`src/core_pkg.sv`:
```
// Core pipeline shared types
`default_nettype none

package core_pkg;

	// ~~~~~~~~~~~~~~~~~~~~~~~~~~~~~~
	// Instruction encodings
	// ~~~~~~~~~~~~~~~~~~~~~~~~~~~~~~

	typedef enum logic [5:0] {
		op_rtype = 6'h00, // Function code selects the operation.
		op_addiu = 6'h09,
		op_slti  = 6'h0a,
		op_andi  = 6'h0c,
		op_ori   = 6'h0d,
		op_xori  = 6'h0e,
		op_lui   = 6'h0f,
		op_lw    = 6'h23,
		op_sw    = 6'h2b
	} op_t;

	typedef enum logic [5:0] {
		fn_sll  = 6'h00,
		fn_srl  = 6'h02,
		fn_addu = 6'h21,
		fn_subu = 6'h23,
		fn_and  = 6'h24,
		fn_or   = 6'h25,
		fn_xor  = 6'h26,
		fn_slt  = 6'h2a
	} funct_t;

	typedef enum logic [3:0] {
		alu_add, alu_sub, alu_and, alu_or, alu_xor,
		alu_slt, alu_sll, alu_srl, alu_lui,
		alu_pass // Result is zero, used by illegal instructions.
	} alu_op_t;

	// ~~~~~~~~~~~~~~~~~~~~~~~~~~~~~~
	// Stage payloads
	// ~~~~~~~~~~~~~~~~~~~~~~~~~~~~~~

	typedef struct packed {
		logic [31:0] pc;
		logic [31:0] inst;
	} fetch_t;

	typedef struct packed {
		logic [31:0] pc;
		logic [31:0] rs_val;
		logic [31:0] op2;     // The rt value or the extended immediate.
		logic [31:0] st_data; // The rt value, needed by sw next to its offset.
		logic [4:0]  shamt;
		alu_op_t     alu_op;
		logic [4:0]  waddr;
		logic        rfw;
		logic        mem_read;
		logic        mem_write;
		logic        illegal;
	} decode_t;

	typedef struct packed {
		logic [31:0] pc;
		logic [31:0] result; // ALU result or memory byte address.
		logic [31:0] st_data;
		logic [4:0]  waddr;
		logic        rfw;
		logic        mem_read;
		logic        mem_write;
		logic        illegal;
	} exec_t;

	typedef struct packed {
		logic [31:0] pc;
		logic        wen;
		logic [4:0]  waddr;
		logic [31:0] wdata;
		logic        illegal;
	} retire_t;

endpackage

`default_nettype wire

```
`src/inst_fetch.sv`:
```
// Instruction input stage
`timescale 1ns/10ps
`default_nettype none

module inst_fetch import core_pkg::*; (
	input  logic        clk,
	input  logic        rst,
	input  logic        inst_valid,
	output logic        inst_ready,
	input  logic [31:0] inst_data,
	output logic        f2d_valid,
	input  logic        f2d_ready,
	output fetch_t      f2d_data
);

	logic        run;  // Low in reset, so no word is taken before the core is up.
	logic [31:0] pc_q; // Program counter given to the next accepted word.
	logic        take;

	assign inst_ready = run && (!f2d_valid || f2d_ready);
	assign take = inst_valid && inst_ready;

	always_ff @(posedge clk) begin
		if (rst) begin
			run <= 1'b0;
			pc_q <= '0;
			f2d_valid <= 1'b0;
		end else begin
			run <= 1'b1;
			if (take) begin
				pc_q <= pc_q + 32'd4;
				f2d_valid <= 1'b1;
			end else if (f2d_ready) begin
				f2d_valid <= 1'b0;
			end
		end
	end

	// Payload register.
	always_ff @(posedge clk) begin
		if (take) begin
			f2d_data.pc <= pc_q;
			f2d_data.inst <= inst_data;
		end
	end

	// Decode may stall on a hazard for many cycles, the word must not move meanwhile.
	a_f2d_stable: assert property (@(posedge clk) disable iff (rst)
		f2d_valid && !f2d_ready |=> f2d_valid && $stable(f2d_data))
		else $error("f2d payload changed while waiting for decode");

endmodule

`default_nettype wire

```
`src/inst_decode.sv`:
```
// Instruction decode stage
`timescale 1ns/10ps
`default_nettype none

module inst_decode import core_pkg::*; (
	input  logic        clk,
	input  logic        rst,
	input  logic        f2d_valid,
	output logic        f2d_ready,
	input  fetch_t      f2d_data,
	output logic        d2e_valid,
	input  logic        d2e_ready,
	output decode_t     d2e_data,
	input  logic        wb_en,
	input  logic [4:0]  wb_addr,
	input  logic [31:0] wb_data
);

	logic [31:0] rf [1:31]; // r0 is not stored.
	logic [31:0] sb;        // One pending bit per register.

	op_t         op;
	funct_t      fn;
	logic [4:0]  rs, rt, rd, shamt;
	logic [15:0] imm;
	logic [31:0] rs_val, rt_val, imm_ext;

	alu_op_t    alu_op;
	logic       imm_sext, use_imm, use_rt, dest_rt;
	logic       rfw, mem_read, mem_write, illegal;
	logic [4:0] waddr;
	logic       hazard, issue;

	// ~~~~~~~~~~~~~~~~~~~~~~~~~~~~~~
	// Field split and operand read
	// ~~~~~~~~~~~~~~~~~~~~~~~~~~~~~~

	assign op = op_t'(f2d_data.inst[31:26]);
	assign fn = funct_t'(f2d_data.inst[5:0]);
	assign rs = f2d_data.inst[25:21];
	assign rt = f2d_data.inst[20:16];
	assign rd = f2d_data.inst[15:11];
	assign shamt = f2d_data.inst[10:6];
	assign imm = f2d_data.inst[15:0];

	assign rs_val = (rs == 5'd0) ? '0 : rf[rs];
	assign rt_val = (rt == 5'd0) ? '0 : rf[rt];
	assign imm_ext = imm_sext ? {{16{imm[15]}}, imm} : {16'h0, imm};

	// ~~~~~~~~~~~~~~~~~~~~~~~~~~~~~~
	// Control generation
	// ~~~~~~~~~~~~~~~~~~~~~~~~~~~~~~

	always_comb begin
		alu_op = alu_pass;
		imm_sext = 1'b1;
		use_imm = 1'b1;
		use_rt = 1'b0;
		dest_rt = 1'b1;
		rfw = 1'b1;
		mem_read = 1'b0;
		mem_write = 1'b0;
		illegal = 1'b0;
		case (op)
			op_rtype: begin
				use_imm = 1'b0;
				use_rt = 1'b1;
				dest_rt = 1'b0;
				case (fn)
					fn_addu: alu_op = alu_add;
					fn_subu: alu_op = alu_sub;
					fn_and:  alu_op = alu_and;
					fn_or:   alu_op = alu_or;
					fn_xor:  alu_op = alu_xor;
					fn_slt:  alu_op = alu_slt;
					fn_sll:  alu_op = alu_sll;
					fn_srl:  alu_op = alu_srl;
					default: illegal = 1'b1;
				endcase
			end
			op_addiu: alu_op = alu_add;
			op_slti:  alu_op = alu_slt;
			op_andi: begin
				alu_op = alu_and;
				imm_sext = 1'b0;
			end
			op_ori: begin
				alu_op = alu_or;
				imm_sext = 1'b0;
			end
			op_xori: begin
				alu_op = alu_xor;
				imm_sext = 1'b0;
			end
			op_lui: begin
				alu_op = alu_lui;
				imm_sext = 1'b0;
			end
			op_lw: begin
				alu_op = alu_add; // Address is rs plus the offset.
				mem_read = 1'b1;
			end
			op_sw: begin
				alu_op = alu_add;
				use_rt = 1'b1;
				rfw = 1'b0;
				mem_write = 1'b1;
			end
			default: illegal = 1'b1;
		endcase
		if (illegal) begin
			alu_op = alu_pass;
			rfw = 1'b0;
		end
	end

	assign waddr = !rfw ? 5'd0 : (dest_rt ? rt : rd);

	// ~~~~~~~~~~~~~~~~~~~~~~~~~~~~~~
	// Scoreboard and issue
	// ~~~~~~~~~~~~~~~~~~~~~~~~~~~~~~

	// The destination is checked too, so an older write cannot clear a newer pending bit.
	assign hazard = sb[rs] || (use_rt && sb[rt]) || (rfw && sb[waddr]);
	assign f2d_ready = !hazard && (!d2e_valid || d2e_ready);
	assign issue = f2d_valid && f2d_ready;

	always_ff @(posedge clk) begin
		if (rst) begin
			sb <= '0;
			d2e_valid <= 1'b0;
		end else begin
			// Clear first, so a set on the same register wins. Bit 0 is never set.
			sb <= (sb & ~(wb_en ? (32'd1 << wb_addr) : 32'd0))
				| ((issue && waddr != 5'd0) ? (32'd1 << waddr) : 32'd0);
			if (issue)
				d2e_valid <= 1'b1;
			else if (d2e_ready)
				d2e_valid <= 1'b0;
		end
	end

	always_ff @(posedge clk) begin
		if (issue) begin
			d2e_data.pc <= f2d_data.pc;
			d2e_data.rs_val <= rs_val;
			d2e_data.op2 <= use_imm ? imm_ext : rt_val;
			d2e_data.st_data <= rt_val;
			d2e_data.shamt <= shamt;
			d2e_data.alu_op <= alu_op;
			d2e_data.waddr <= waddr;
			d2e_data.rfw <= rfw;
			d2e_data.mem_read <= mem_read;
			d2e_data.mem_write <= mem_write;
			d2e_data.illegal <= illegal;
		end
		if (wb_en && wb_addr != 5'd0)
			rf[wb_addr] <= wb_data; // Write-back from the retire port.
	end

	// A register still on its way back through write-back must keep its readers waiting.
	a_no_raw_issue: assert property (@(posedge clk) disable iff (rst)
		issue && wb_en && wb_addr != 5'd0 |-> wb_addr != rs && !(use_rt && wb_addr == rt))
		else $error("instruction issued while a source register was still pending");

endmodule

`default_nettype wire

```
`src/alu_execute.sv`:
```
// ALU execute stage
`timescale 1ns/10ps
`default_nettype none

module alu_execute import core_pkg::*; (
	input  logic    clk,
	input  logic    rst,
	input  logic    d2e_valid,
	output logic    d2e_ready,
	input  decode_t d2e_data,
	output logic    e2m_valid,
	input  logic    e2m_ready,
	output exec_t   e2m_data
);

	logic [31:0] a, b, result;
	logic        take;

	assign a = d2e_data.rs_val;
	assign b = d2e_data.op2;

	// Loads and stores arrive as alu_add, which forms rs plus the signed offset.
	always_comb begin
		case (d2e_data.alu_op)
			alu_add:  result = a + b;
			alu_sub:  result = a - b;
			alu_and:  result = a & b;
			alu_or:   result = a | b;
			alu_xor:  result = a ^ b;
			alu_slt:  result = {31'd0, $signed(a) < $signed(b)};
			alu_sll:  result = b << d2e_data.shamt;
			alu_srl:  result = b >> d2e_data.shamt;
			alu_lui:  result = {b[15:0], 16'h0000};
			alu_pass: result = '0;
			default:  result = '0;
		endcase
	end

	assign d2e_ready = !e2m_valid || e2m_ready;
	assign take = d2e_valid && d2e_ready;

	always_ff @(posedge clk) begin
		if (rst)
			e2m_valid <= 1'b0;
		else if (take)
			e2m_valid <= 1'b1;
		else if (e2m_ready)
			e2m_valid <= 1'b0;
	end

	always_ff @(posedge clk) begin
		if (take) begin
			e2m_data.pc <= d2e_data.pc;
			e2m_data.result <= result;
			e2m_data.st_data <= d2e_data.st_data; // Carried for sw.
			e2m_data.waddr <= d2e_data.waddr;
			e2m_data.rfw <= d2e_data.rfw;
			e2m_data.mem_read <= d2e_data.mem_read;
			e2m_data.mem_write <= d2e_data.mem_write;
			e2m_data.illegal <= d2e_data.illegal;
		end
	end

endmodule

`default_nettype wire

```
`src/data_mem_stage.sv`:
```
// Data memory stage
`timescale 1ns/10ps
`default_nettype none

module data_mem_stage import core_pkg::*; #(
	parameter int DMEM_WORDS = 64 // Must be a power of two.
) (
	input  logic    clk,
	input  logic    rst,
	input  logic    e2m_valid,
	output logic    e2m_ready,
	input  exec_t   e2m_data,
	output logic    m2r_valid,
	input  logic    m2r_ready,
	output retire_t m2r_data
);

	localparam int IDX_W = $clog2(DMEM_WORDS);

	logic [31:0]      mem [DMEM_WORDS];
	logic [IDX_W-1:0] idx;
	logic             take;

	// Word index, higher address bits alias onto the same entry.
	assign idx = e2m_data.result[IDX_W+1:2];

	assign e2m_ready = !m2r_valid || m2r_ready;
	assign take = e2m_valid && e2m_ready;

	always_ff @(posedge clk) begin
		if (rst)
			m2r_valid <= 1'b0;
		else if (take)
			m2r_valid <= 1'b1;
		else if (m2r_ready)
			m2r_valid <= 1'b0;
	end

	// ~~~~~~~~~~~~~~~~~~~~~~~~~~~~~~
	// Memory access and retire record
	// ~~~~~~~~~~~~~~~~~~~~~~~~~~~~~~

	always_ff @(posedge clk) begin
		if (take && e2m_data.mem_write)
			mem[idx] <= e2m_data.st_data;
		if (take) begin
			m2r_data.pc <= e2m_data.pc;
			m2r_data.wen <= e2m_data.rfw && !e2m_data.illegal;
			m2r_data.waddr <= e2m_data.waddr;
			m2r_data.wdata <= e2m_data.mem_read ? mem[idx] : e2m_data.result;
			m2r_data.illegal <= e2m_data.illegal;
		end
	end

	a_rw_exclusive: assert property (@(posedge clk) disable iff (rst)
		e2m_valid |-> !(e2m_data.mem_read && e2m_data.mem_write))
		else $error("memory read and write requested together");

endmodule

`default_nettype wire

```
`src/retire_port.sv`:
```
// Retire output stage
`timescale 1ns/10ps
`default_nettype none

module retire_port import core_pkg::*; (
	input  logic        clk,
	input  logic        rst,
	input  logic        m2r_valid,
	output logic        m2r_ready,
	input  retire_t     m2r_data,
	output logic        retire_valid,
	input  logic        retire_ready,
	output retire_t     retire_data,
	output logic        wb_en,
	output logic [4:0]  wb_addr,
	output logic [31:0] wb_data
);

	logic take;

	assign m2r_ready = !retire_valid || retire_ready;
	assign take = m2r_valid && m2r_ready;

	always_ff @(posedge clk) begin
		if (rst)
			retire_valid <= 1'b0;
		else if (take)
			retire_valid <= 1'b1;
		else if (retire_ready)
			retire_valid <= 1'b0;
	end

	always_ff @(posedge clk) begin
		if (take)
			retire_data <= m2r_data;
	end

	// The register file is written only when the record leaves the core.
	assign wb_en = retire_valid && retire_ready && retire_data.wen;
	assign wb_addr = retire_data.waddr;
	assign wb_data = retire_data.wdata;

	a_retire_stable: assert property (@(posedge clk) disable iff (rst)
		retire_valid && !retire_ready |=> retire_valid && $stable(retire_data))
		else $error("retire record changed under back-pressure");

endmodule

`default_nettype wire

```
`src/core_top.sv`:
```
// Pipeline core top level
`timescale 1ns/10ps
`default_nettype none

module core_top import core_pkg::*; #(
	parameter int DMEM_WORDS = 64
) (
	input  logic        clk,
	input  logic        rst,
	input  logic        inst_valid,
	output logic        inst_ready,
	input  logic [31:0] inst_data,
	output logic        retire_valid,
	input  logic        retire_ready,
	output retire_t     retire_data
);

	logic        f2d_valid, f2d_ready;
	fetch_t      f2d_data;
	logic        d2e_valid, d2e_ready;
	decode_t     d2e_data;
	logic        e2m_valid, e2m_ready;
	exec_t       e2m_data;
	logic        m2r_valid, m2r_ready;
	retire_t     m2r_data;
	logic        wb_en;
	logic [4:0]  wb_addr;
	logic [31:0] wb_data;

	inst_fetch fetch0 (.*);

	inst_decode decode0 (.*);

	alu_execute execute0 (.*);

	data_mem_stage #(
		.DMEM_WORDS(DMEM_WORDS)
	) mem0 (.*);

	retire_port retire0 (.*); // Also closes the write-back loop into decode.

endmodule

`default_nettype wire

```
`config.mk`:
```
export PLATFORM = sky130hd
export DESIGN_NAME = core_top
export DESIGN_NICKNAME = d
export VERILOG_FILES = /design/src/core_pkg.sv /design/src/inst_fetch.sv /design/src/inst_decode.sv /design/src/alu_execute.sv /design/src/data_mem_stage.sv /design/src/retire_port.sv /design/src/core_top.sv
export SDC_FILE = /design/constraint.sdc
export NUM_CORES = 2
export LEC_CHECK = 0
export BUFFER_PORTS_ARGS = -buffer_cell sky130_fd_sc_hd__buf_2
export CELL_PAD_IN_SITES_DETAIL_PLACEMENT = 1
export CELL_PAD_IN_SITES_GLOBAL_PLACEMENT = 2
export CORE_MARGIN = 5
export CORE_UTILIZATION = 40
export CTS_CLUSTER_DIAMETER = 30
export DETAILED_ROUTE_END_ITERATION = 16
export GPL_TIMING_DRIVEN = 1
export PLACE_DENSITY_LB_ADDON = 0.1
export SETUP_SLACK_MARGIN = 0.5
export SYNTH_ARGS = -nofsm -noshare
export SYNTH_HDL_FRONTEND = slang
export SYNTH_SLANG_ARGS = --single-unit
export TNS_END_PERCENT = 100
```
`constraint.sdc`:
```
create_clock -name clk -period 16.85 [get_ports clk]
set_clock_uncertainty 0.05 [all_clocks]
set_input_delay 0 -clock clk [delete_from_list [all_inputs] [get_ports clk]]
set_output_delay 0 -clock clk [all_outputs]
set_load 0.01 [all_outputs]
```
==> metrics.md <==
| Metric | Value |
|---|---|
| RD Place Congestion | `0.849` |
| Synth Area in XOR/XNOR | `0.000175` |
| Critical-path cell list | `buf_12 -> buf_4 -> mux4_2 -> mux4_2 -> mux2i_1 -> nand3_1 -> a31oi_4 -> a21boi_4 -> buf_4 -> nor2_4 -> buf_4 -> mux2_2` |
| Kind of critical path | `reg2reg` |
| Post-DP HPWL | `295000 µm` |
| Drt pass-1 iters | `5` |
| Vias in the first global route | `87014` |
| Max-cap viol count | `0` |
| # fillers | `33299` |
| Max IR drop VDD | `0.000123 V` |
| Avg Inst Size Synth | `20.4 µm²` |
| Maximum level of the CTS H-tree | `6` |
| Postcts setup bufs | `0` |
| Number of flops mapped to enable cells by yosys | `3487` |
| CTS resizes | `0` |
| CTS Root Cell | `clkbuf_16` |
| Hold_buf cts | `72` |
| Synth top area share | `0.698` |
| Synth area leader | `edfxtp_1` |
| CP max stage delay | `800 ps` |
| Layout cell share with drive strength beyond 1 | `0.354` |
| Initial core utilization | `0.401` |
| FF+latch area | `106000 µm²` |
| Final setup violating endpoints | `0` |
| Drt wl/cell | `37.4 µm` |
| Relative slew slack | `0.106` |
| Total Nets Final | `8218` |
| Cell Pwr Density | `140 nW/µm²` |
| Crit share post-route | `0.349` |
| RSZ-0062 raised after global routing | `no` |
| Post-route cell area | `185000 µm²` |
| DIE WIDTH | `623 µm` |
| Fraction of registers with async set/reset | `0` |
| Most frequent cell after synthesis | `edfxtp_1` |
| CP most frequent cell | `buf_4` |
| Area occupied by multi-input gates | `42300 µm²` |
| Non-filler cells, final | `13771` |
| Pins over their slew limit | `0` |
| # clock sinks | `3566` |
| # rows | `225` |
| CTS Buf Count | `775` |
| Leak Pwr | `60.6 nW` |
| Cell Area, Placed | `158000 µm²` |
| Hold Vio Cnt, Final | `0` |
| Synthesized area | `150000 µm²` |
| Worst Path Required | `17790 ps` |
| Worst skew pair latency | `1090 ps` |
| 1st-iter DRT viols | `9885` |
| Max Fclk | `170 MHz` |
| Main combinational cell family by area after synthesis | `multiplexers` |
| CTS tree | `built` |
| Total grt overflow | `0` |
| Cell variety after synth | `87` |
| Worst min path class | `in2reg` |
| Largest net degree at the start of global routing | `113` |
| Compound-gate portion of the synthesized area | `0.0300` |
| Clock transition at path regs | `50 ps` |
| Synth Area in Simple Gates | `0.0256` |
| Largest cells by area after synthesis | `edfxtp_1, mux4_2, mux2i_1` |
| First-pass GRT wire length | `711000 µm` |
| CP Capture Type | `flop` |
| CP Max Fanout | `95` |
| Core box area | `375000 µm²` |
| Reg2reg setup slack | `10960 ps` |
| Fin crit period | `5890 ps` |
| Primary FF master, synth | `edfxtp_1` |
| Synth Area in Adders | `0.00835` |
| Yosys warnings | `0` |
| Crit path buffers/inverters | `4` |
| Layout area overhead | `23.6%` |
| DRT antenna net count | `0` |
| Pin slew with the least headroom to its limit | `1300 ps` |
| CTS Buffer Depth | `4` |
| Seq cells post-synth | `3566` |
| Total power | `26.0 mW` |
| Fraction of synthesized area in multiplexers | `0.213` |
| Crit path max-delay family | `buffers and inverters` |
| Chip height | `623 µm` |
| Slowest stage cell on the critical path | `nor2_4` |
| Total Routed Length | `515000 µm` |
| DR vias/cell | `6.07` |
| Number of top-level pins | `109` |
| Tot GR Track Use | `0.262` |
| Vias | `83542` |
| Die area | `388000 µm²` |
| Status | `completed` |
| Post-route setup TNS | `0 ps` |
| CP arrival | `6820 ps` |
| Sequential element share of the synthesized area | `0.708` |
| Synth cell count leaders | `edfxtp_1, mux4_2, nor2_1` |
| Initial antenna violation count | `38` |
| IO buf count | `106` |
| Worst hold slack | `115 ps` |
| Inst Count DP | `12227` |
| DRC | `0` |
| Startpoint types | `flop` |
| Mapped Cells | `7345` |
==> cell families (layout without fill, tap and decap cells) <==
logic type,after synthesis,count (layout)
buffers and inverters,594,2008
DFF,3566,3566
AOI/OAI and AO/OA,683,683
muxes,1556,1556
and+or+nand+nor,843,843
other,1,19
xor gates and xnor gates,3,3
adders and majority gates,99,99
==> worst register-to-register path: stages, from the launching register on <==
cell,delay (ps)
edfxtp_1,370
buf_12,580
buf_4,860
mux4_2,630
mux4_2,480
mux2i_1,200
nand3_1,160
a31oi_4,290
a21boi_4,110
buf_4,320
nor2_4,810
buf_4,600
mux2_2,400
==> flip-flops by register name, indices dropped and copies added, names as in the netlist, named ones only <==
| signal | count |
|---|---|
| mem0.mem | 2048 |
| decode0.rf | 992 |
| decode0.d2e_data | 144 |
| execute0.e2m_data | 103 |
| mem0.m2r_data | 69 |
| fetch0.f2d_data | 62 |
| decode0.sb | 32 |
| retire0.retire_data | 32 |
| retire0.wb_data | 32 |
| fetch0.pc_q | 30 |
| retire0.wb_addr | 5 |
| decode0.d2e_valid | 1 |
| execute0.e2m_valid | 1 |
| fetch0.f2d_valid | 1 |
| fetch0.run | 1 |
| mem0.m2r_valid | 1 |
| retire0.retire_valid | 1 |
==> where the power goes <==
group          switching, mW  leakage [nW]  total (mW)  internal, mW
Combinational          0.551          15.8       0.948         0.397
Sequential            0.0678          32.0        9.76          9.69
Clock                   5.17          12.7        15.3          10.1
Total                   5.79          60.6        26.0          20.2
==> final cells by class <==
| type | count | share of cell area |
|---|---|---|
| Multi-Input combinational cell | 3186 | 0.228 |
| Timing Repair Buffer | 422 | 0.0172 |
| Inverter | 132 | 0.00278 |
| Clock buffer | 881 | 0.107 |
| Antenna cell | 17 | 0.000229 |
| Tap cell | 4994 | 0.0337 |
| Sequential cell | 3566 | 0.573 |
| Clock inverter | 573 | 0.0372 |
==> stage by stage <==
stage,utilization,setup WS [ps]
final,0.495,10960
after global routing,0.495,10590
after CTS,0.495,10850
after detailed placement,0.421,10770
after global placement,0.421,10890
after floorplan,-,8540
==> per-layer routing <==
layer,vias to the layer above,global-route usage,part of all wire
met2,3703,0.409,0.47
met1,46155,0.378,0.42
met4,8,0.0692,0.026
met5,-,0,0.000091
met3,766,0.0514,0.080
li1,32910,-,-
==> cells in the final DEF, fill, tap and decap left out, types with 38 or more instances in the layout <==
cell / count
edfxtp_1: 3487
mux4_2: 1300
clkbuf_16: 777
nor2_1: 277
buf_4: 235
a21oi_1: 209
mux2i_1: 205
nand2_1: 193
inv_1: 126
o21ai_0: 125
clkinv_2: 114
clkinv_1: 110
buf_2: 106
clkinvlp_4: 103
bufinv_16: 101
nor2_4: 98
ha_1: 97
clkbuf_1: 97
dlygate4sd3_1: 72
dfxtp_1: 68
nand3_1: 56
inv_6: 52
clkinv_4: 46
mux2_2: 45
a21o_1: 41
nor3_1: 38
==> worst paths after layout <==
check	cells past startpoint	start	end
worst max-delay path	12	fetch0.f2d_data[21]	fetch0.pc_q[2]
worst min-delay path	3	inst_data[2]	fetch0.f2d_data[2]
worst max register to register	12	fetch0.f2d_data[21]	fetch0.pc_q[2]
worst min register to register	0	decode0.d2e_data[2]	execute0.e2m_data[2]
Power figures use the tool's default switching activity.
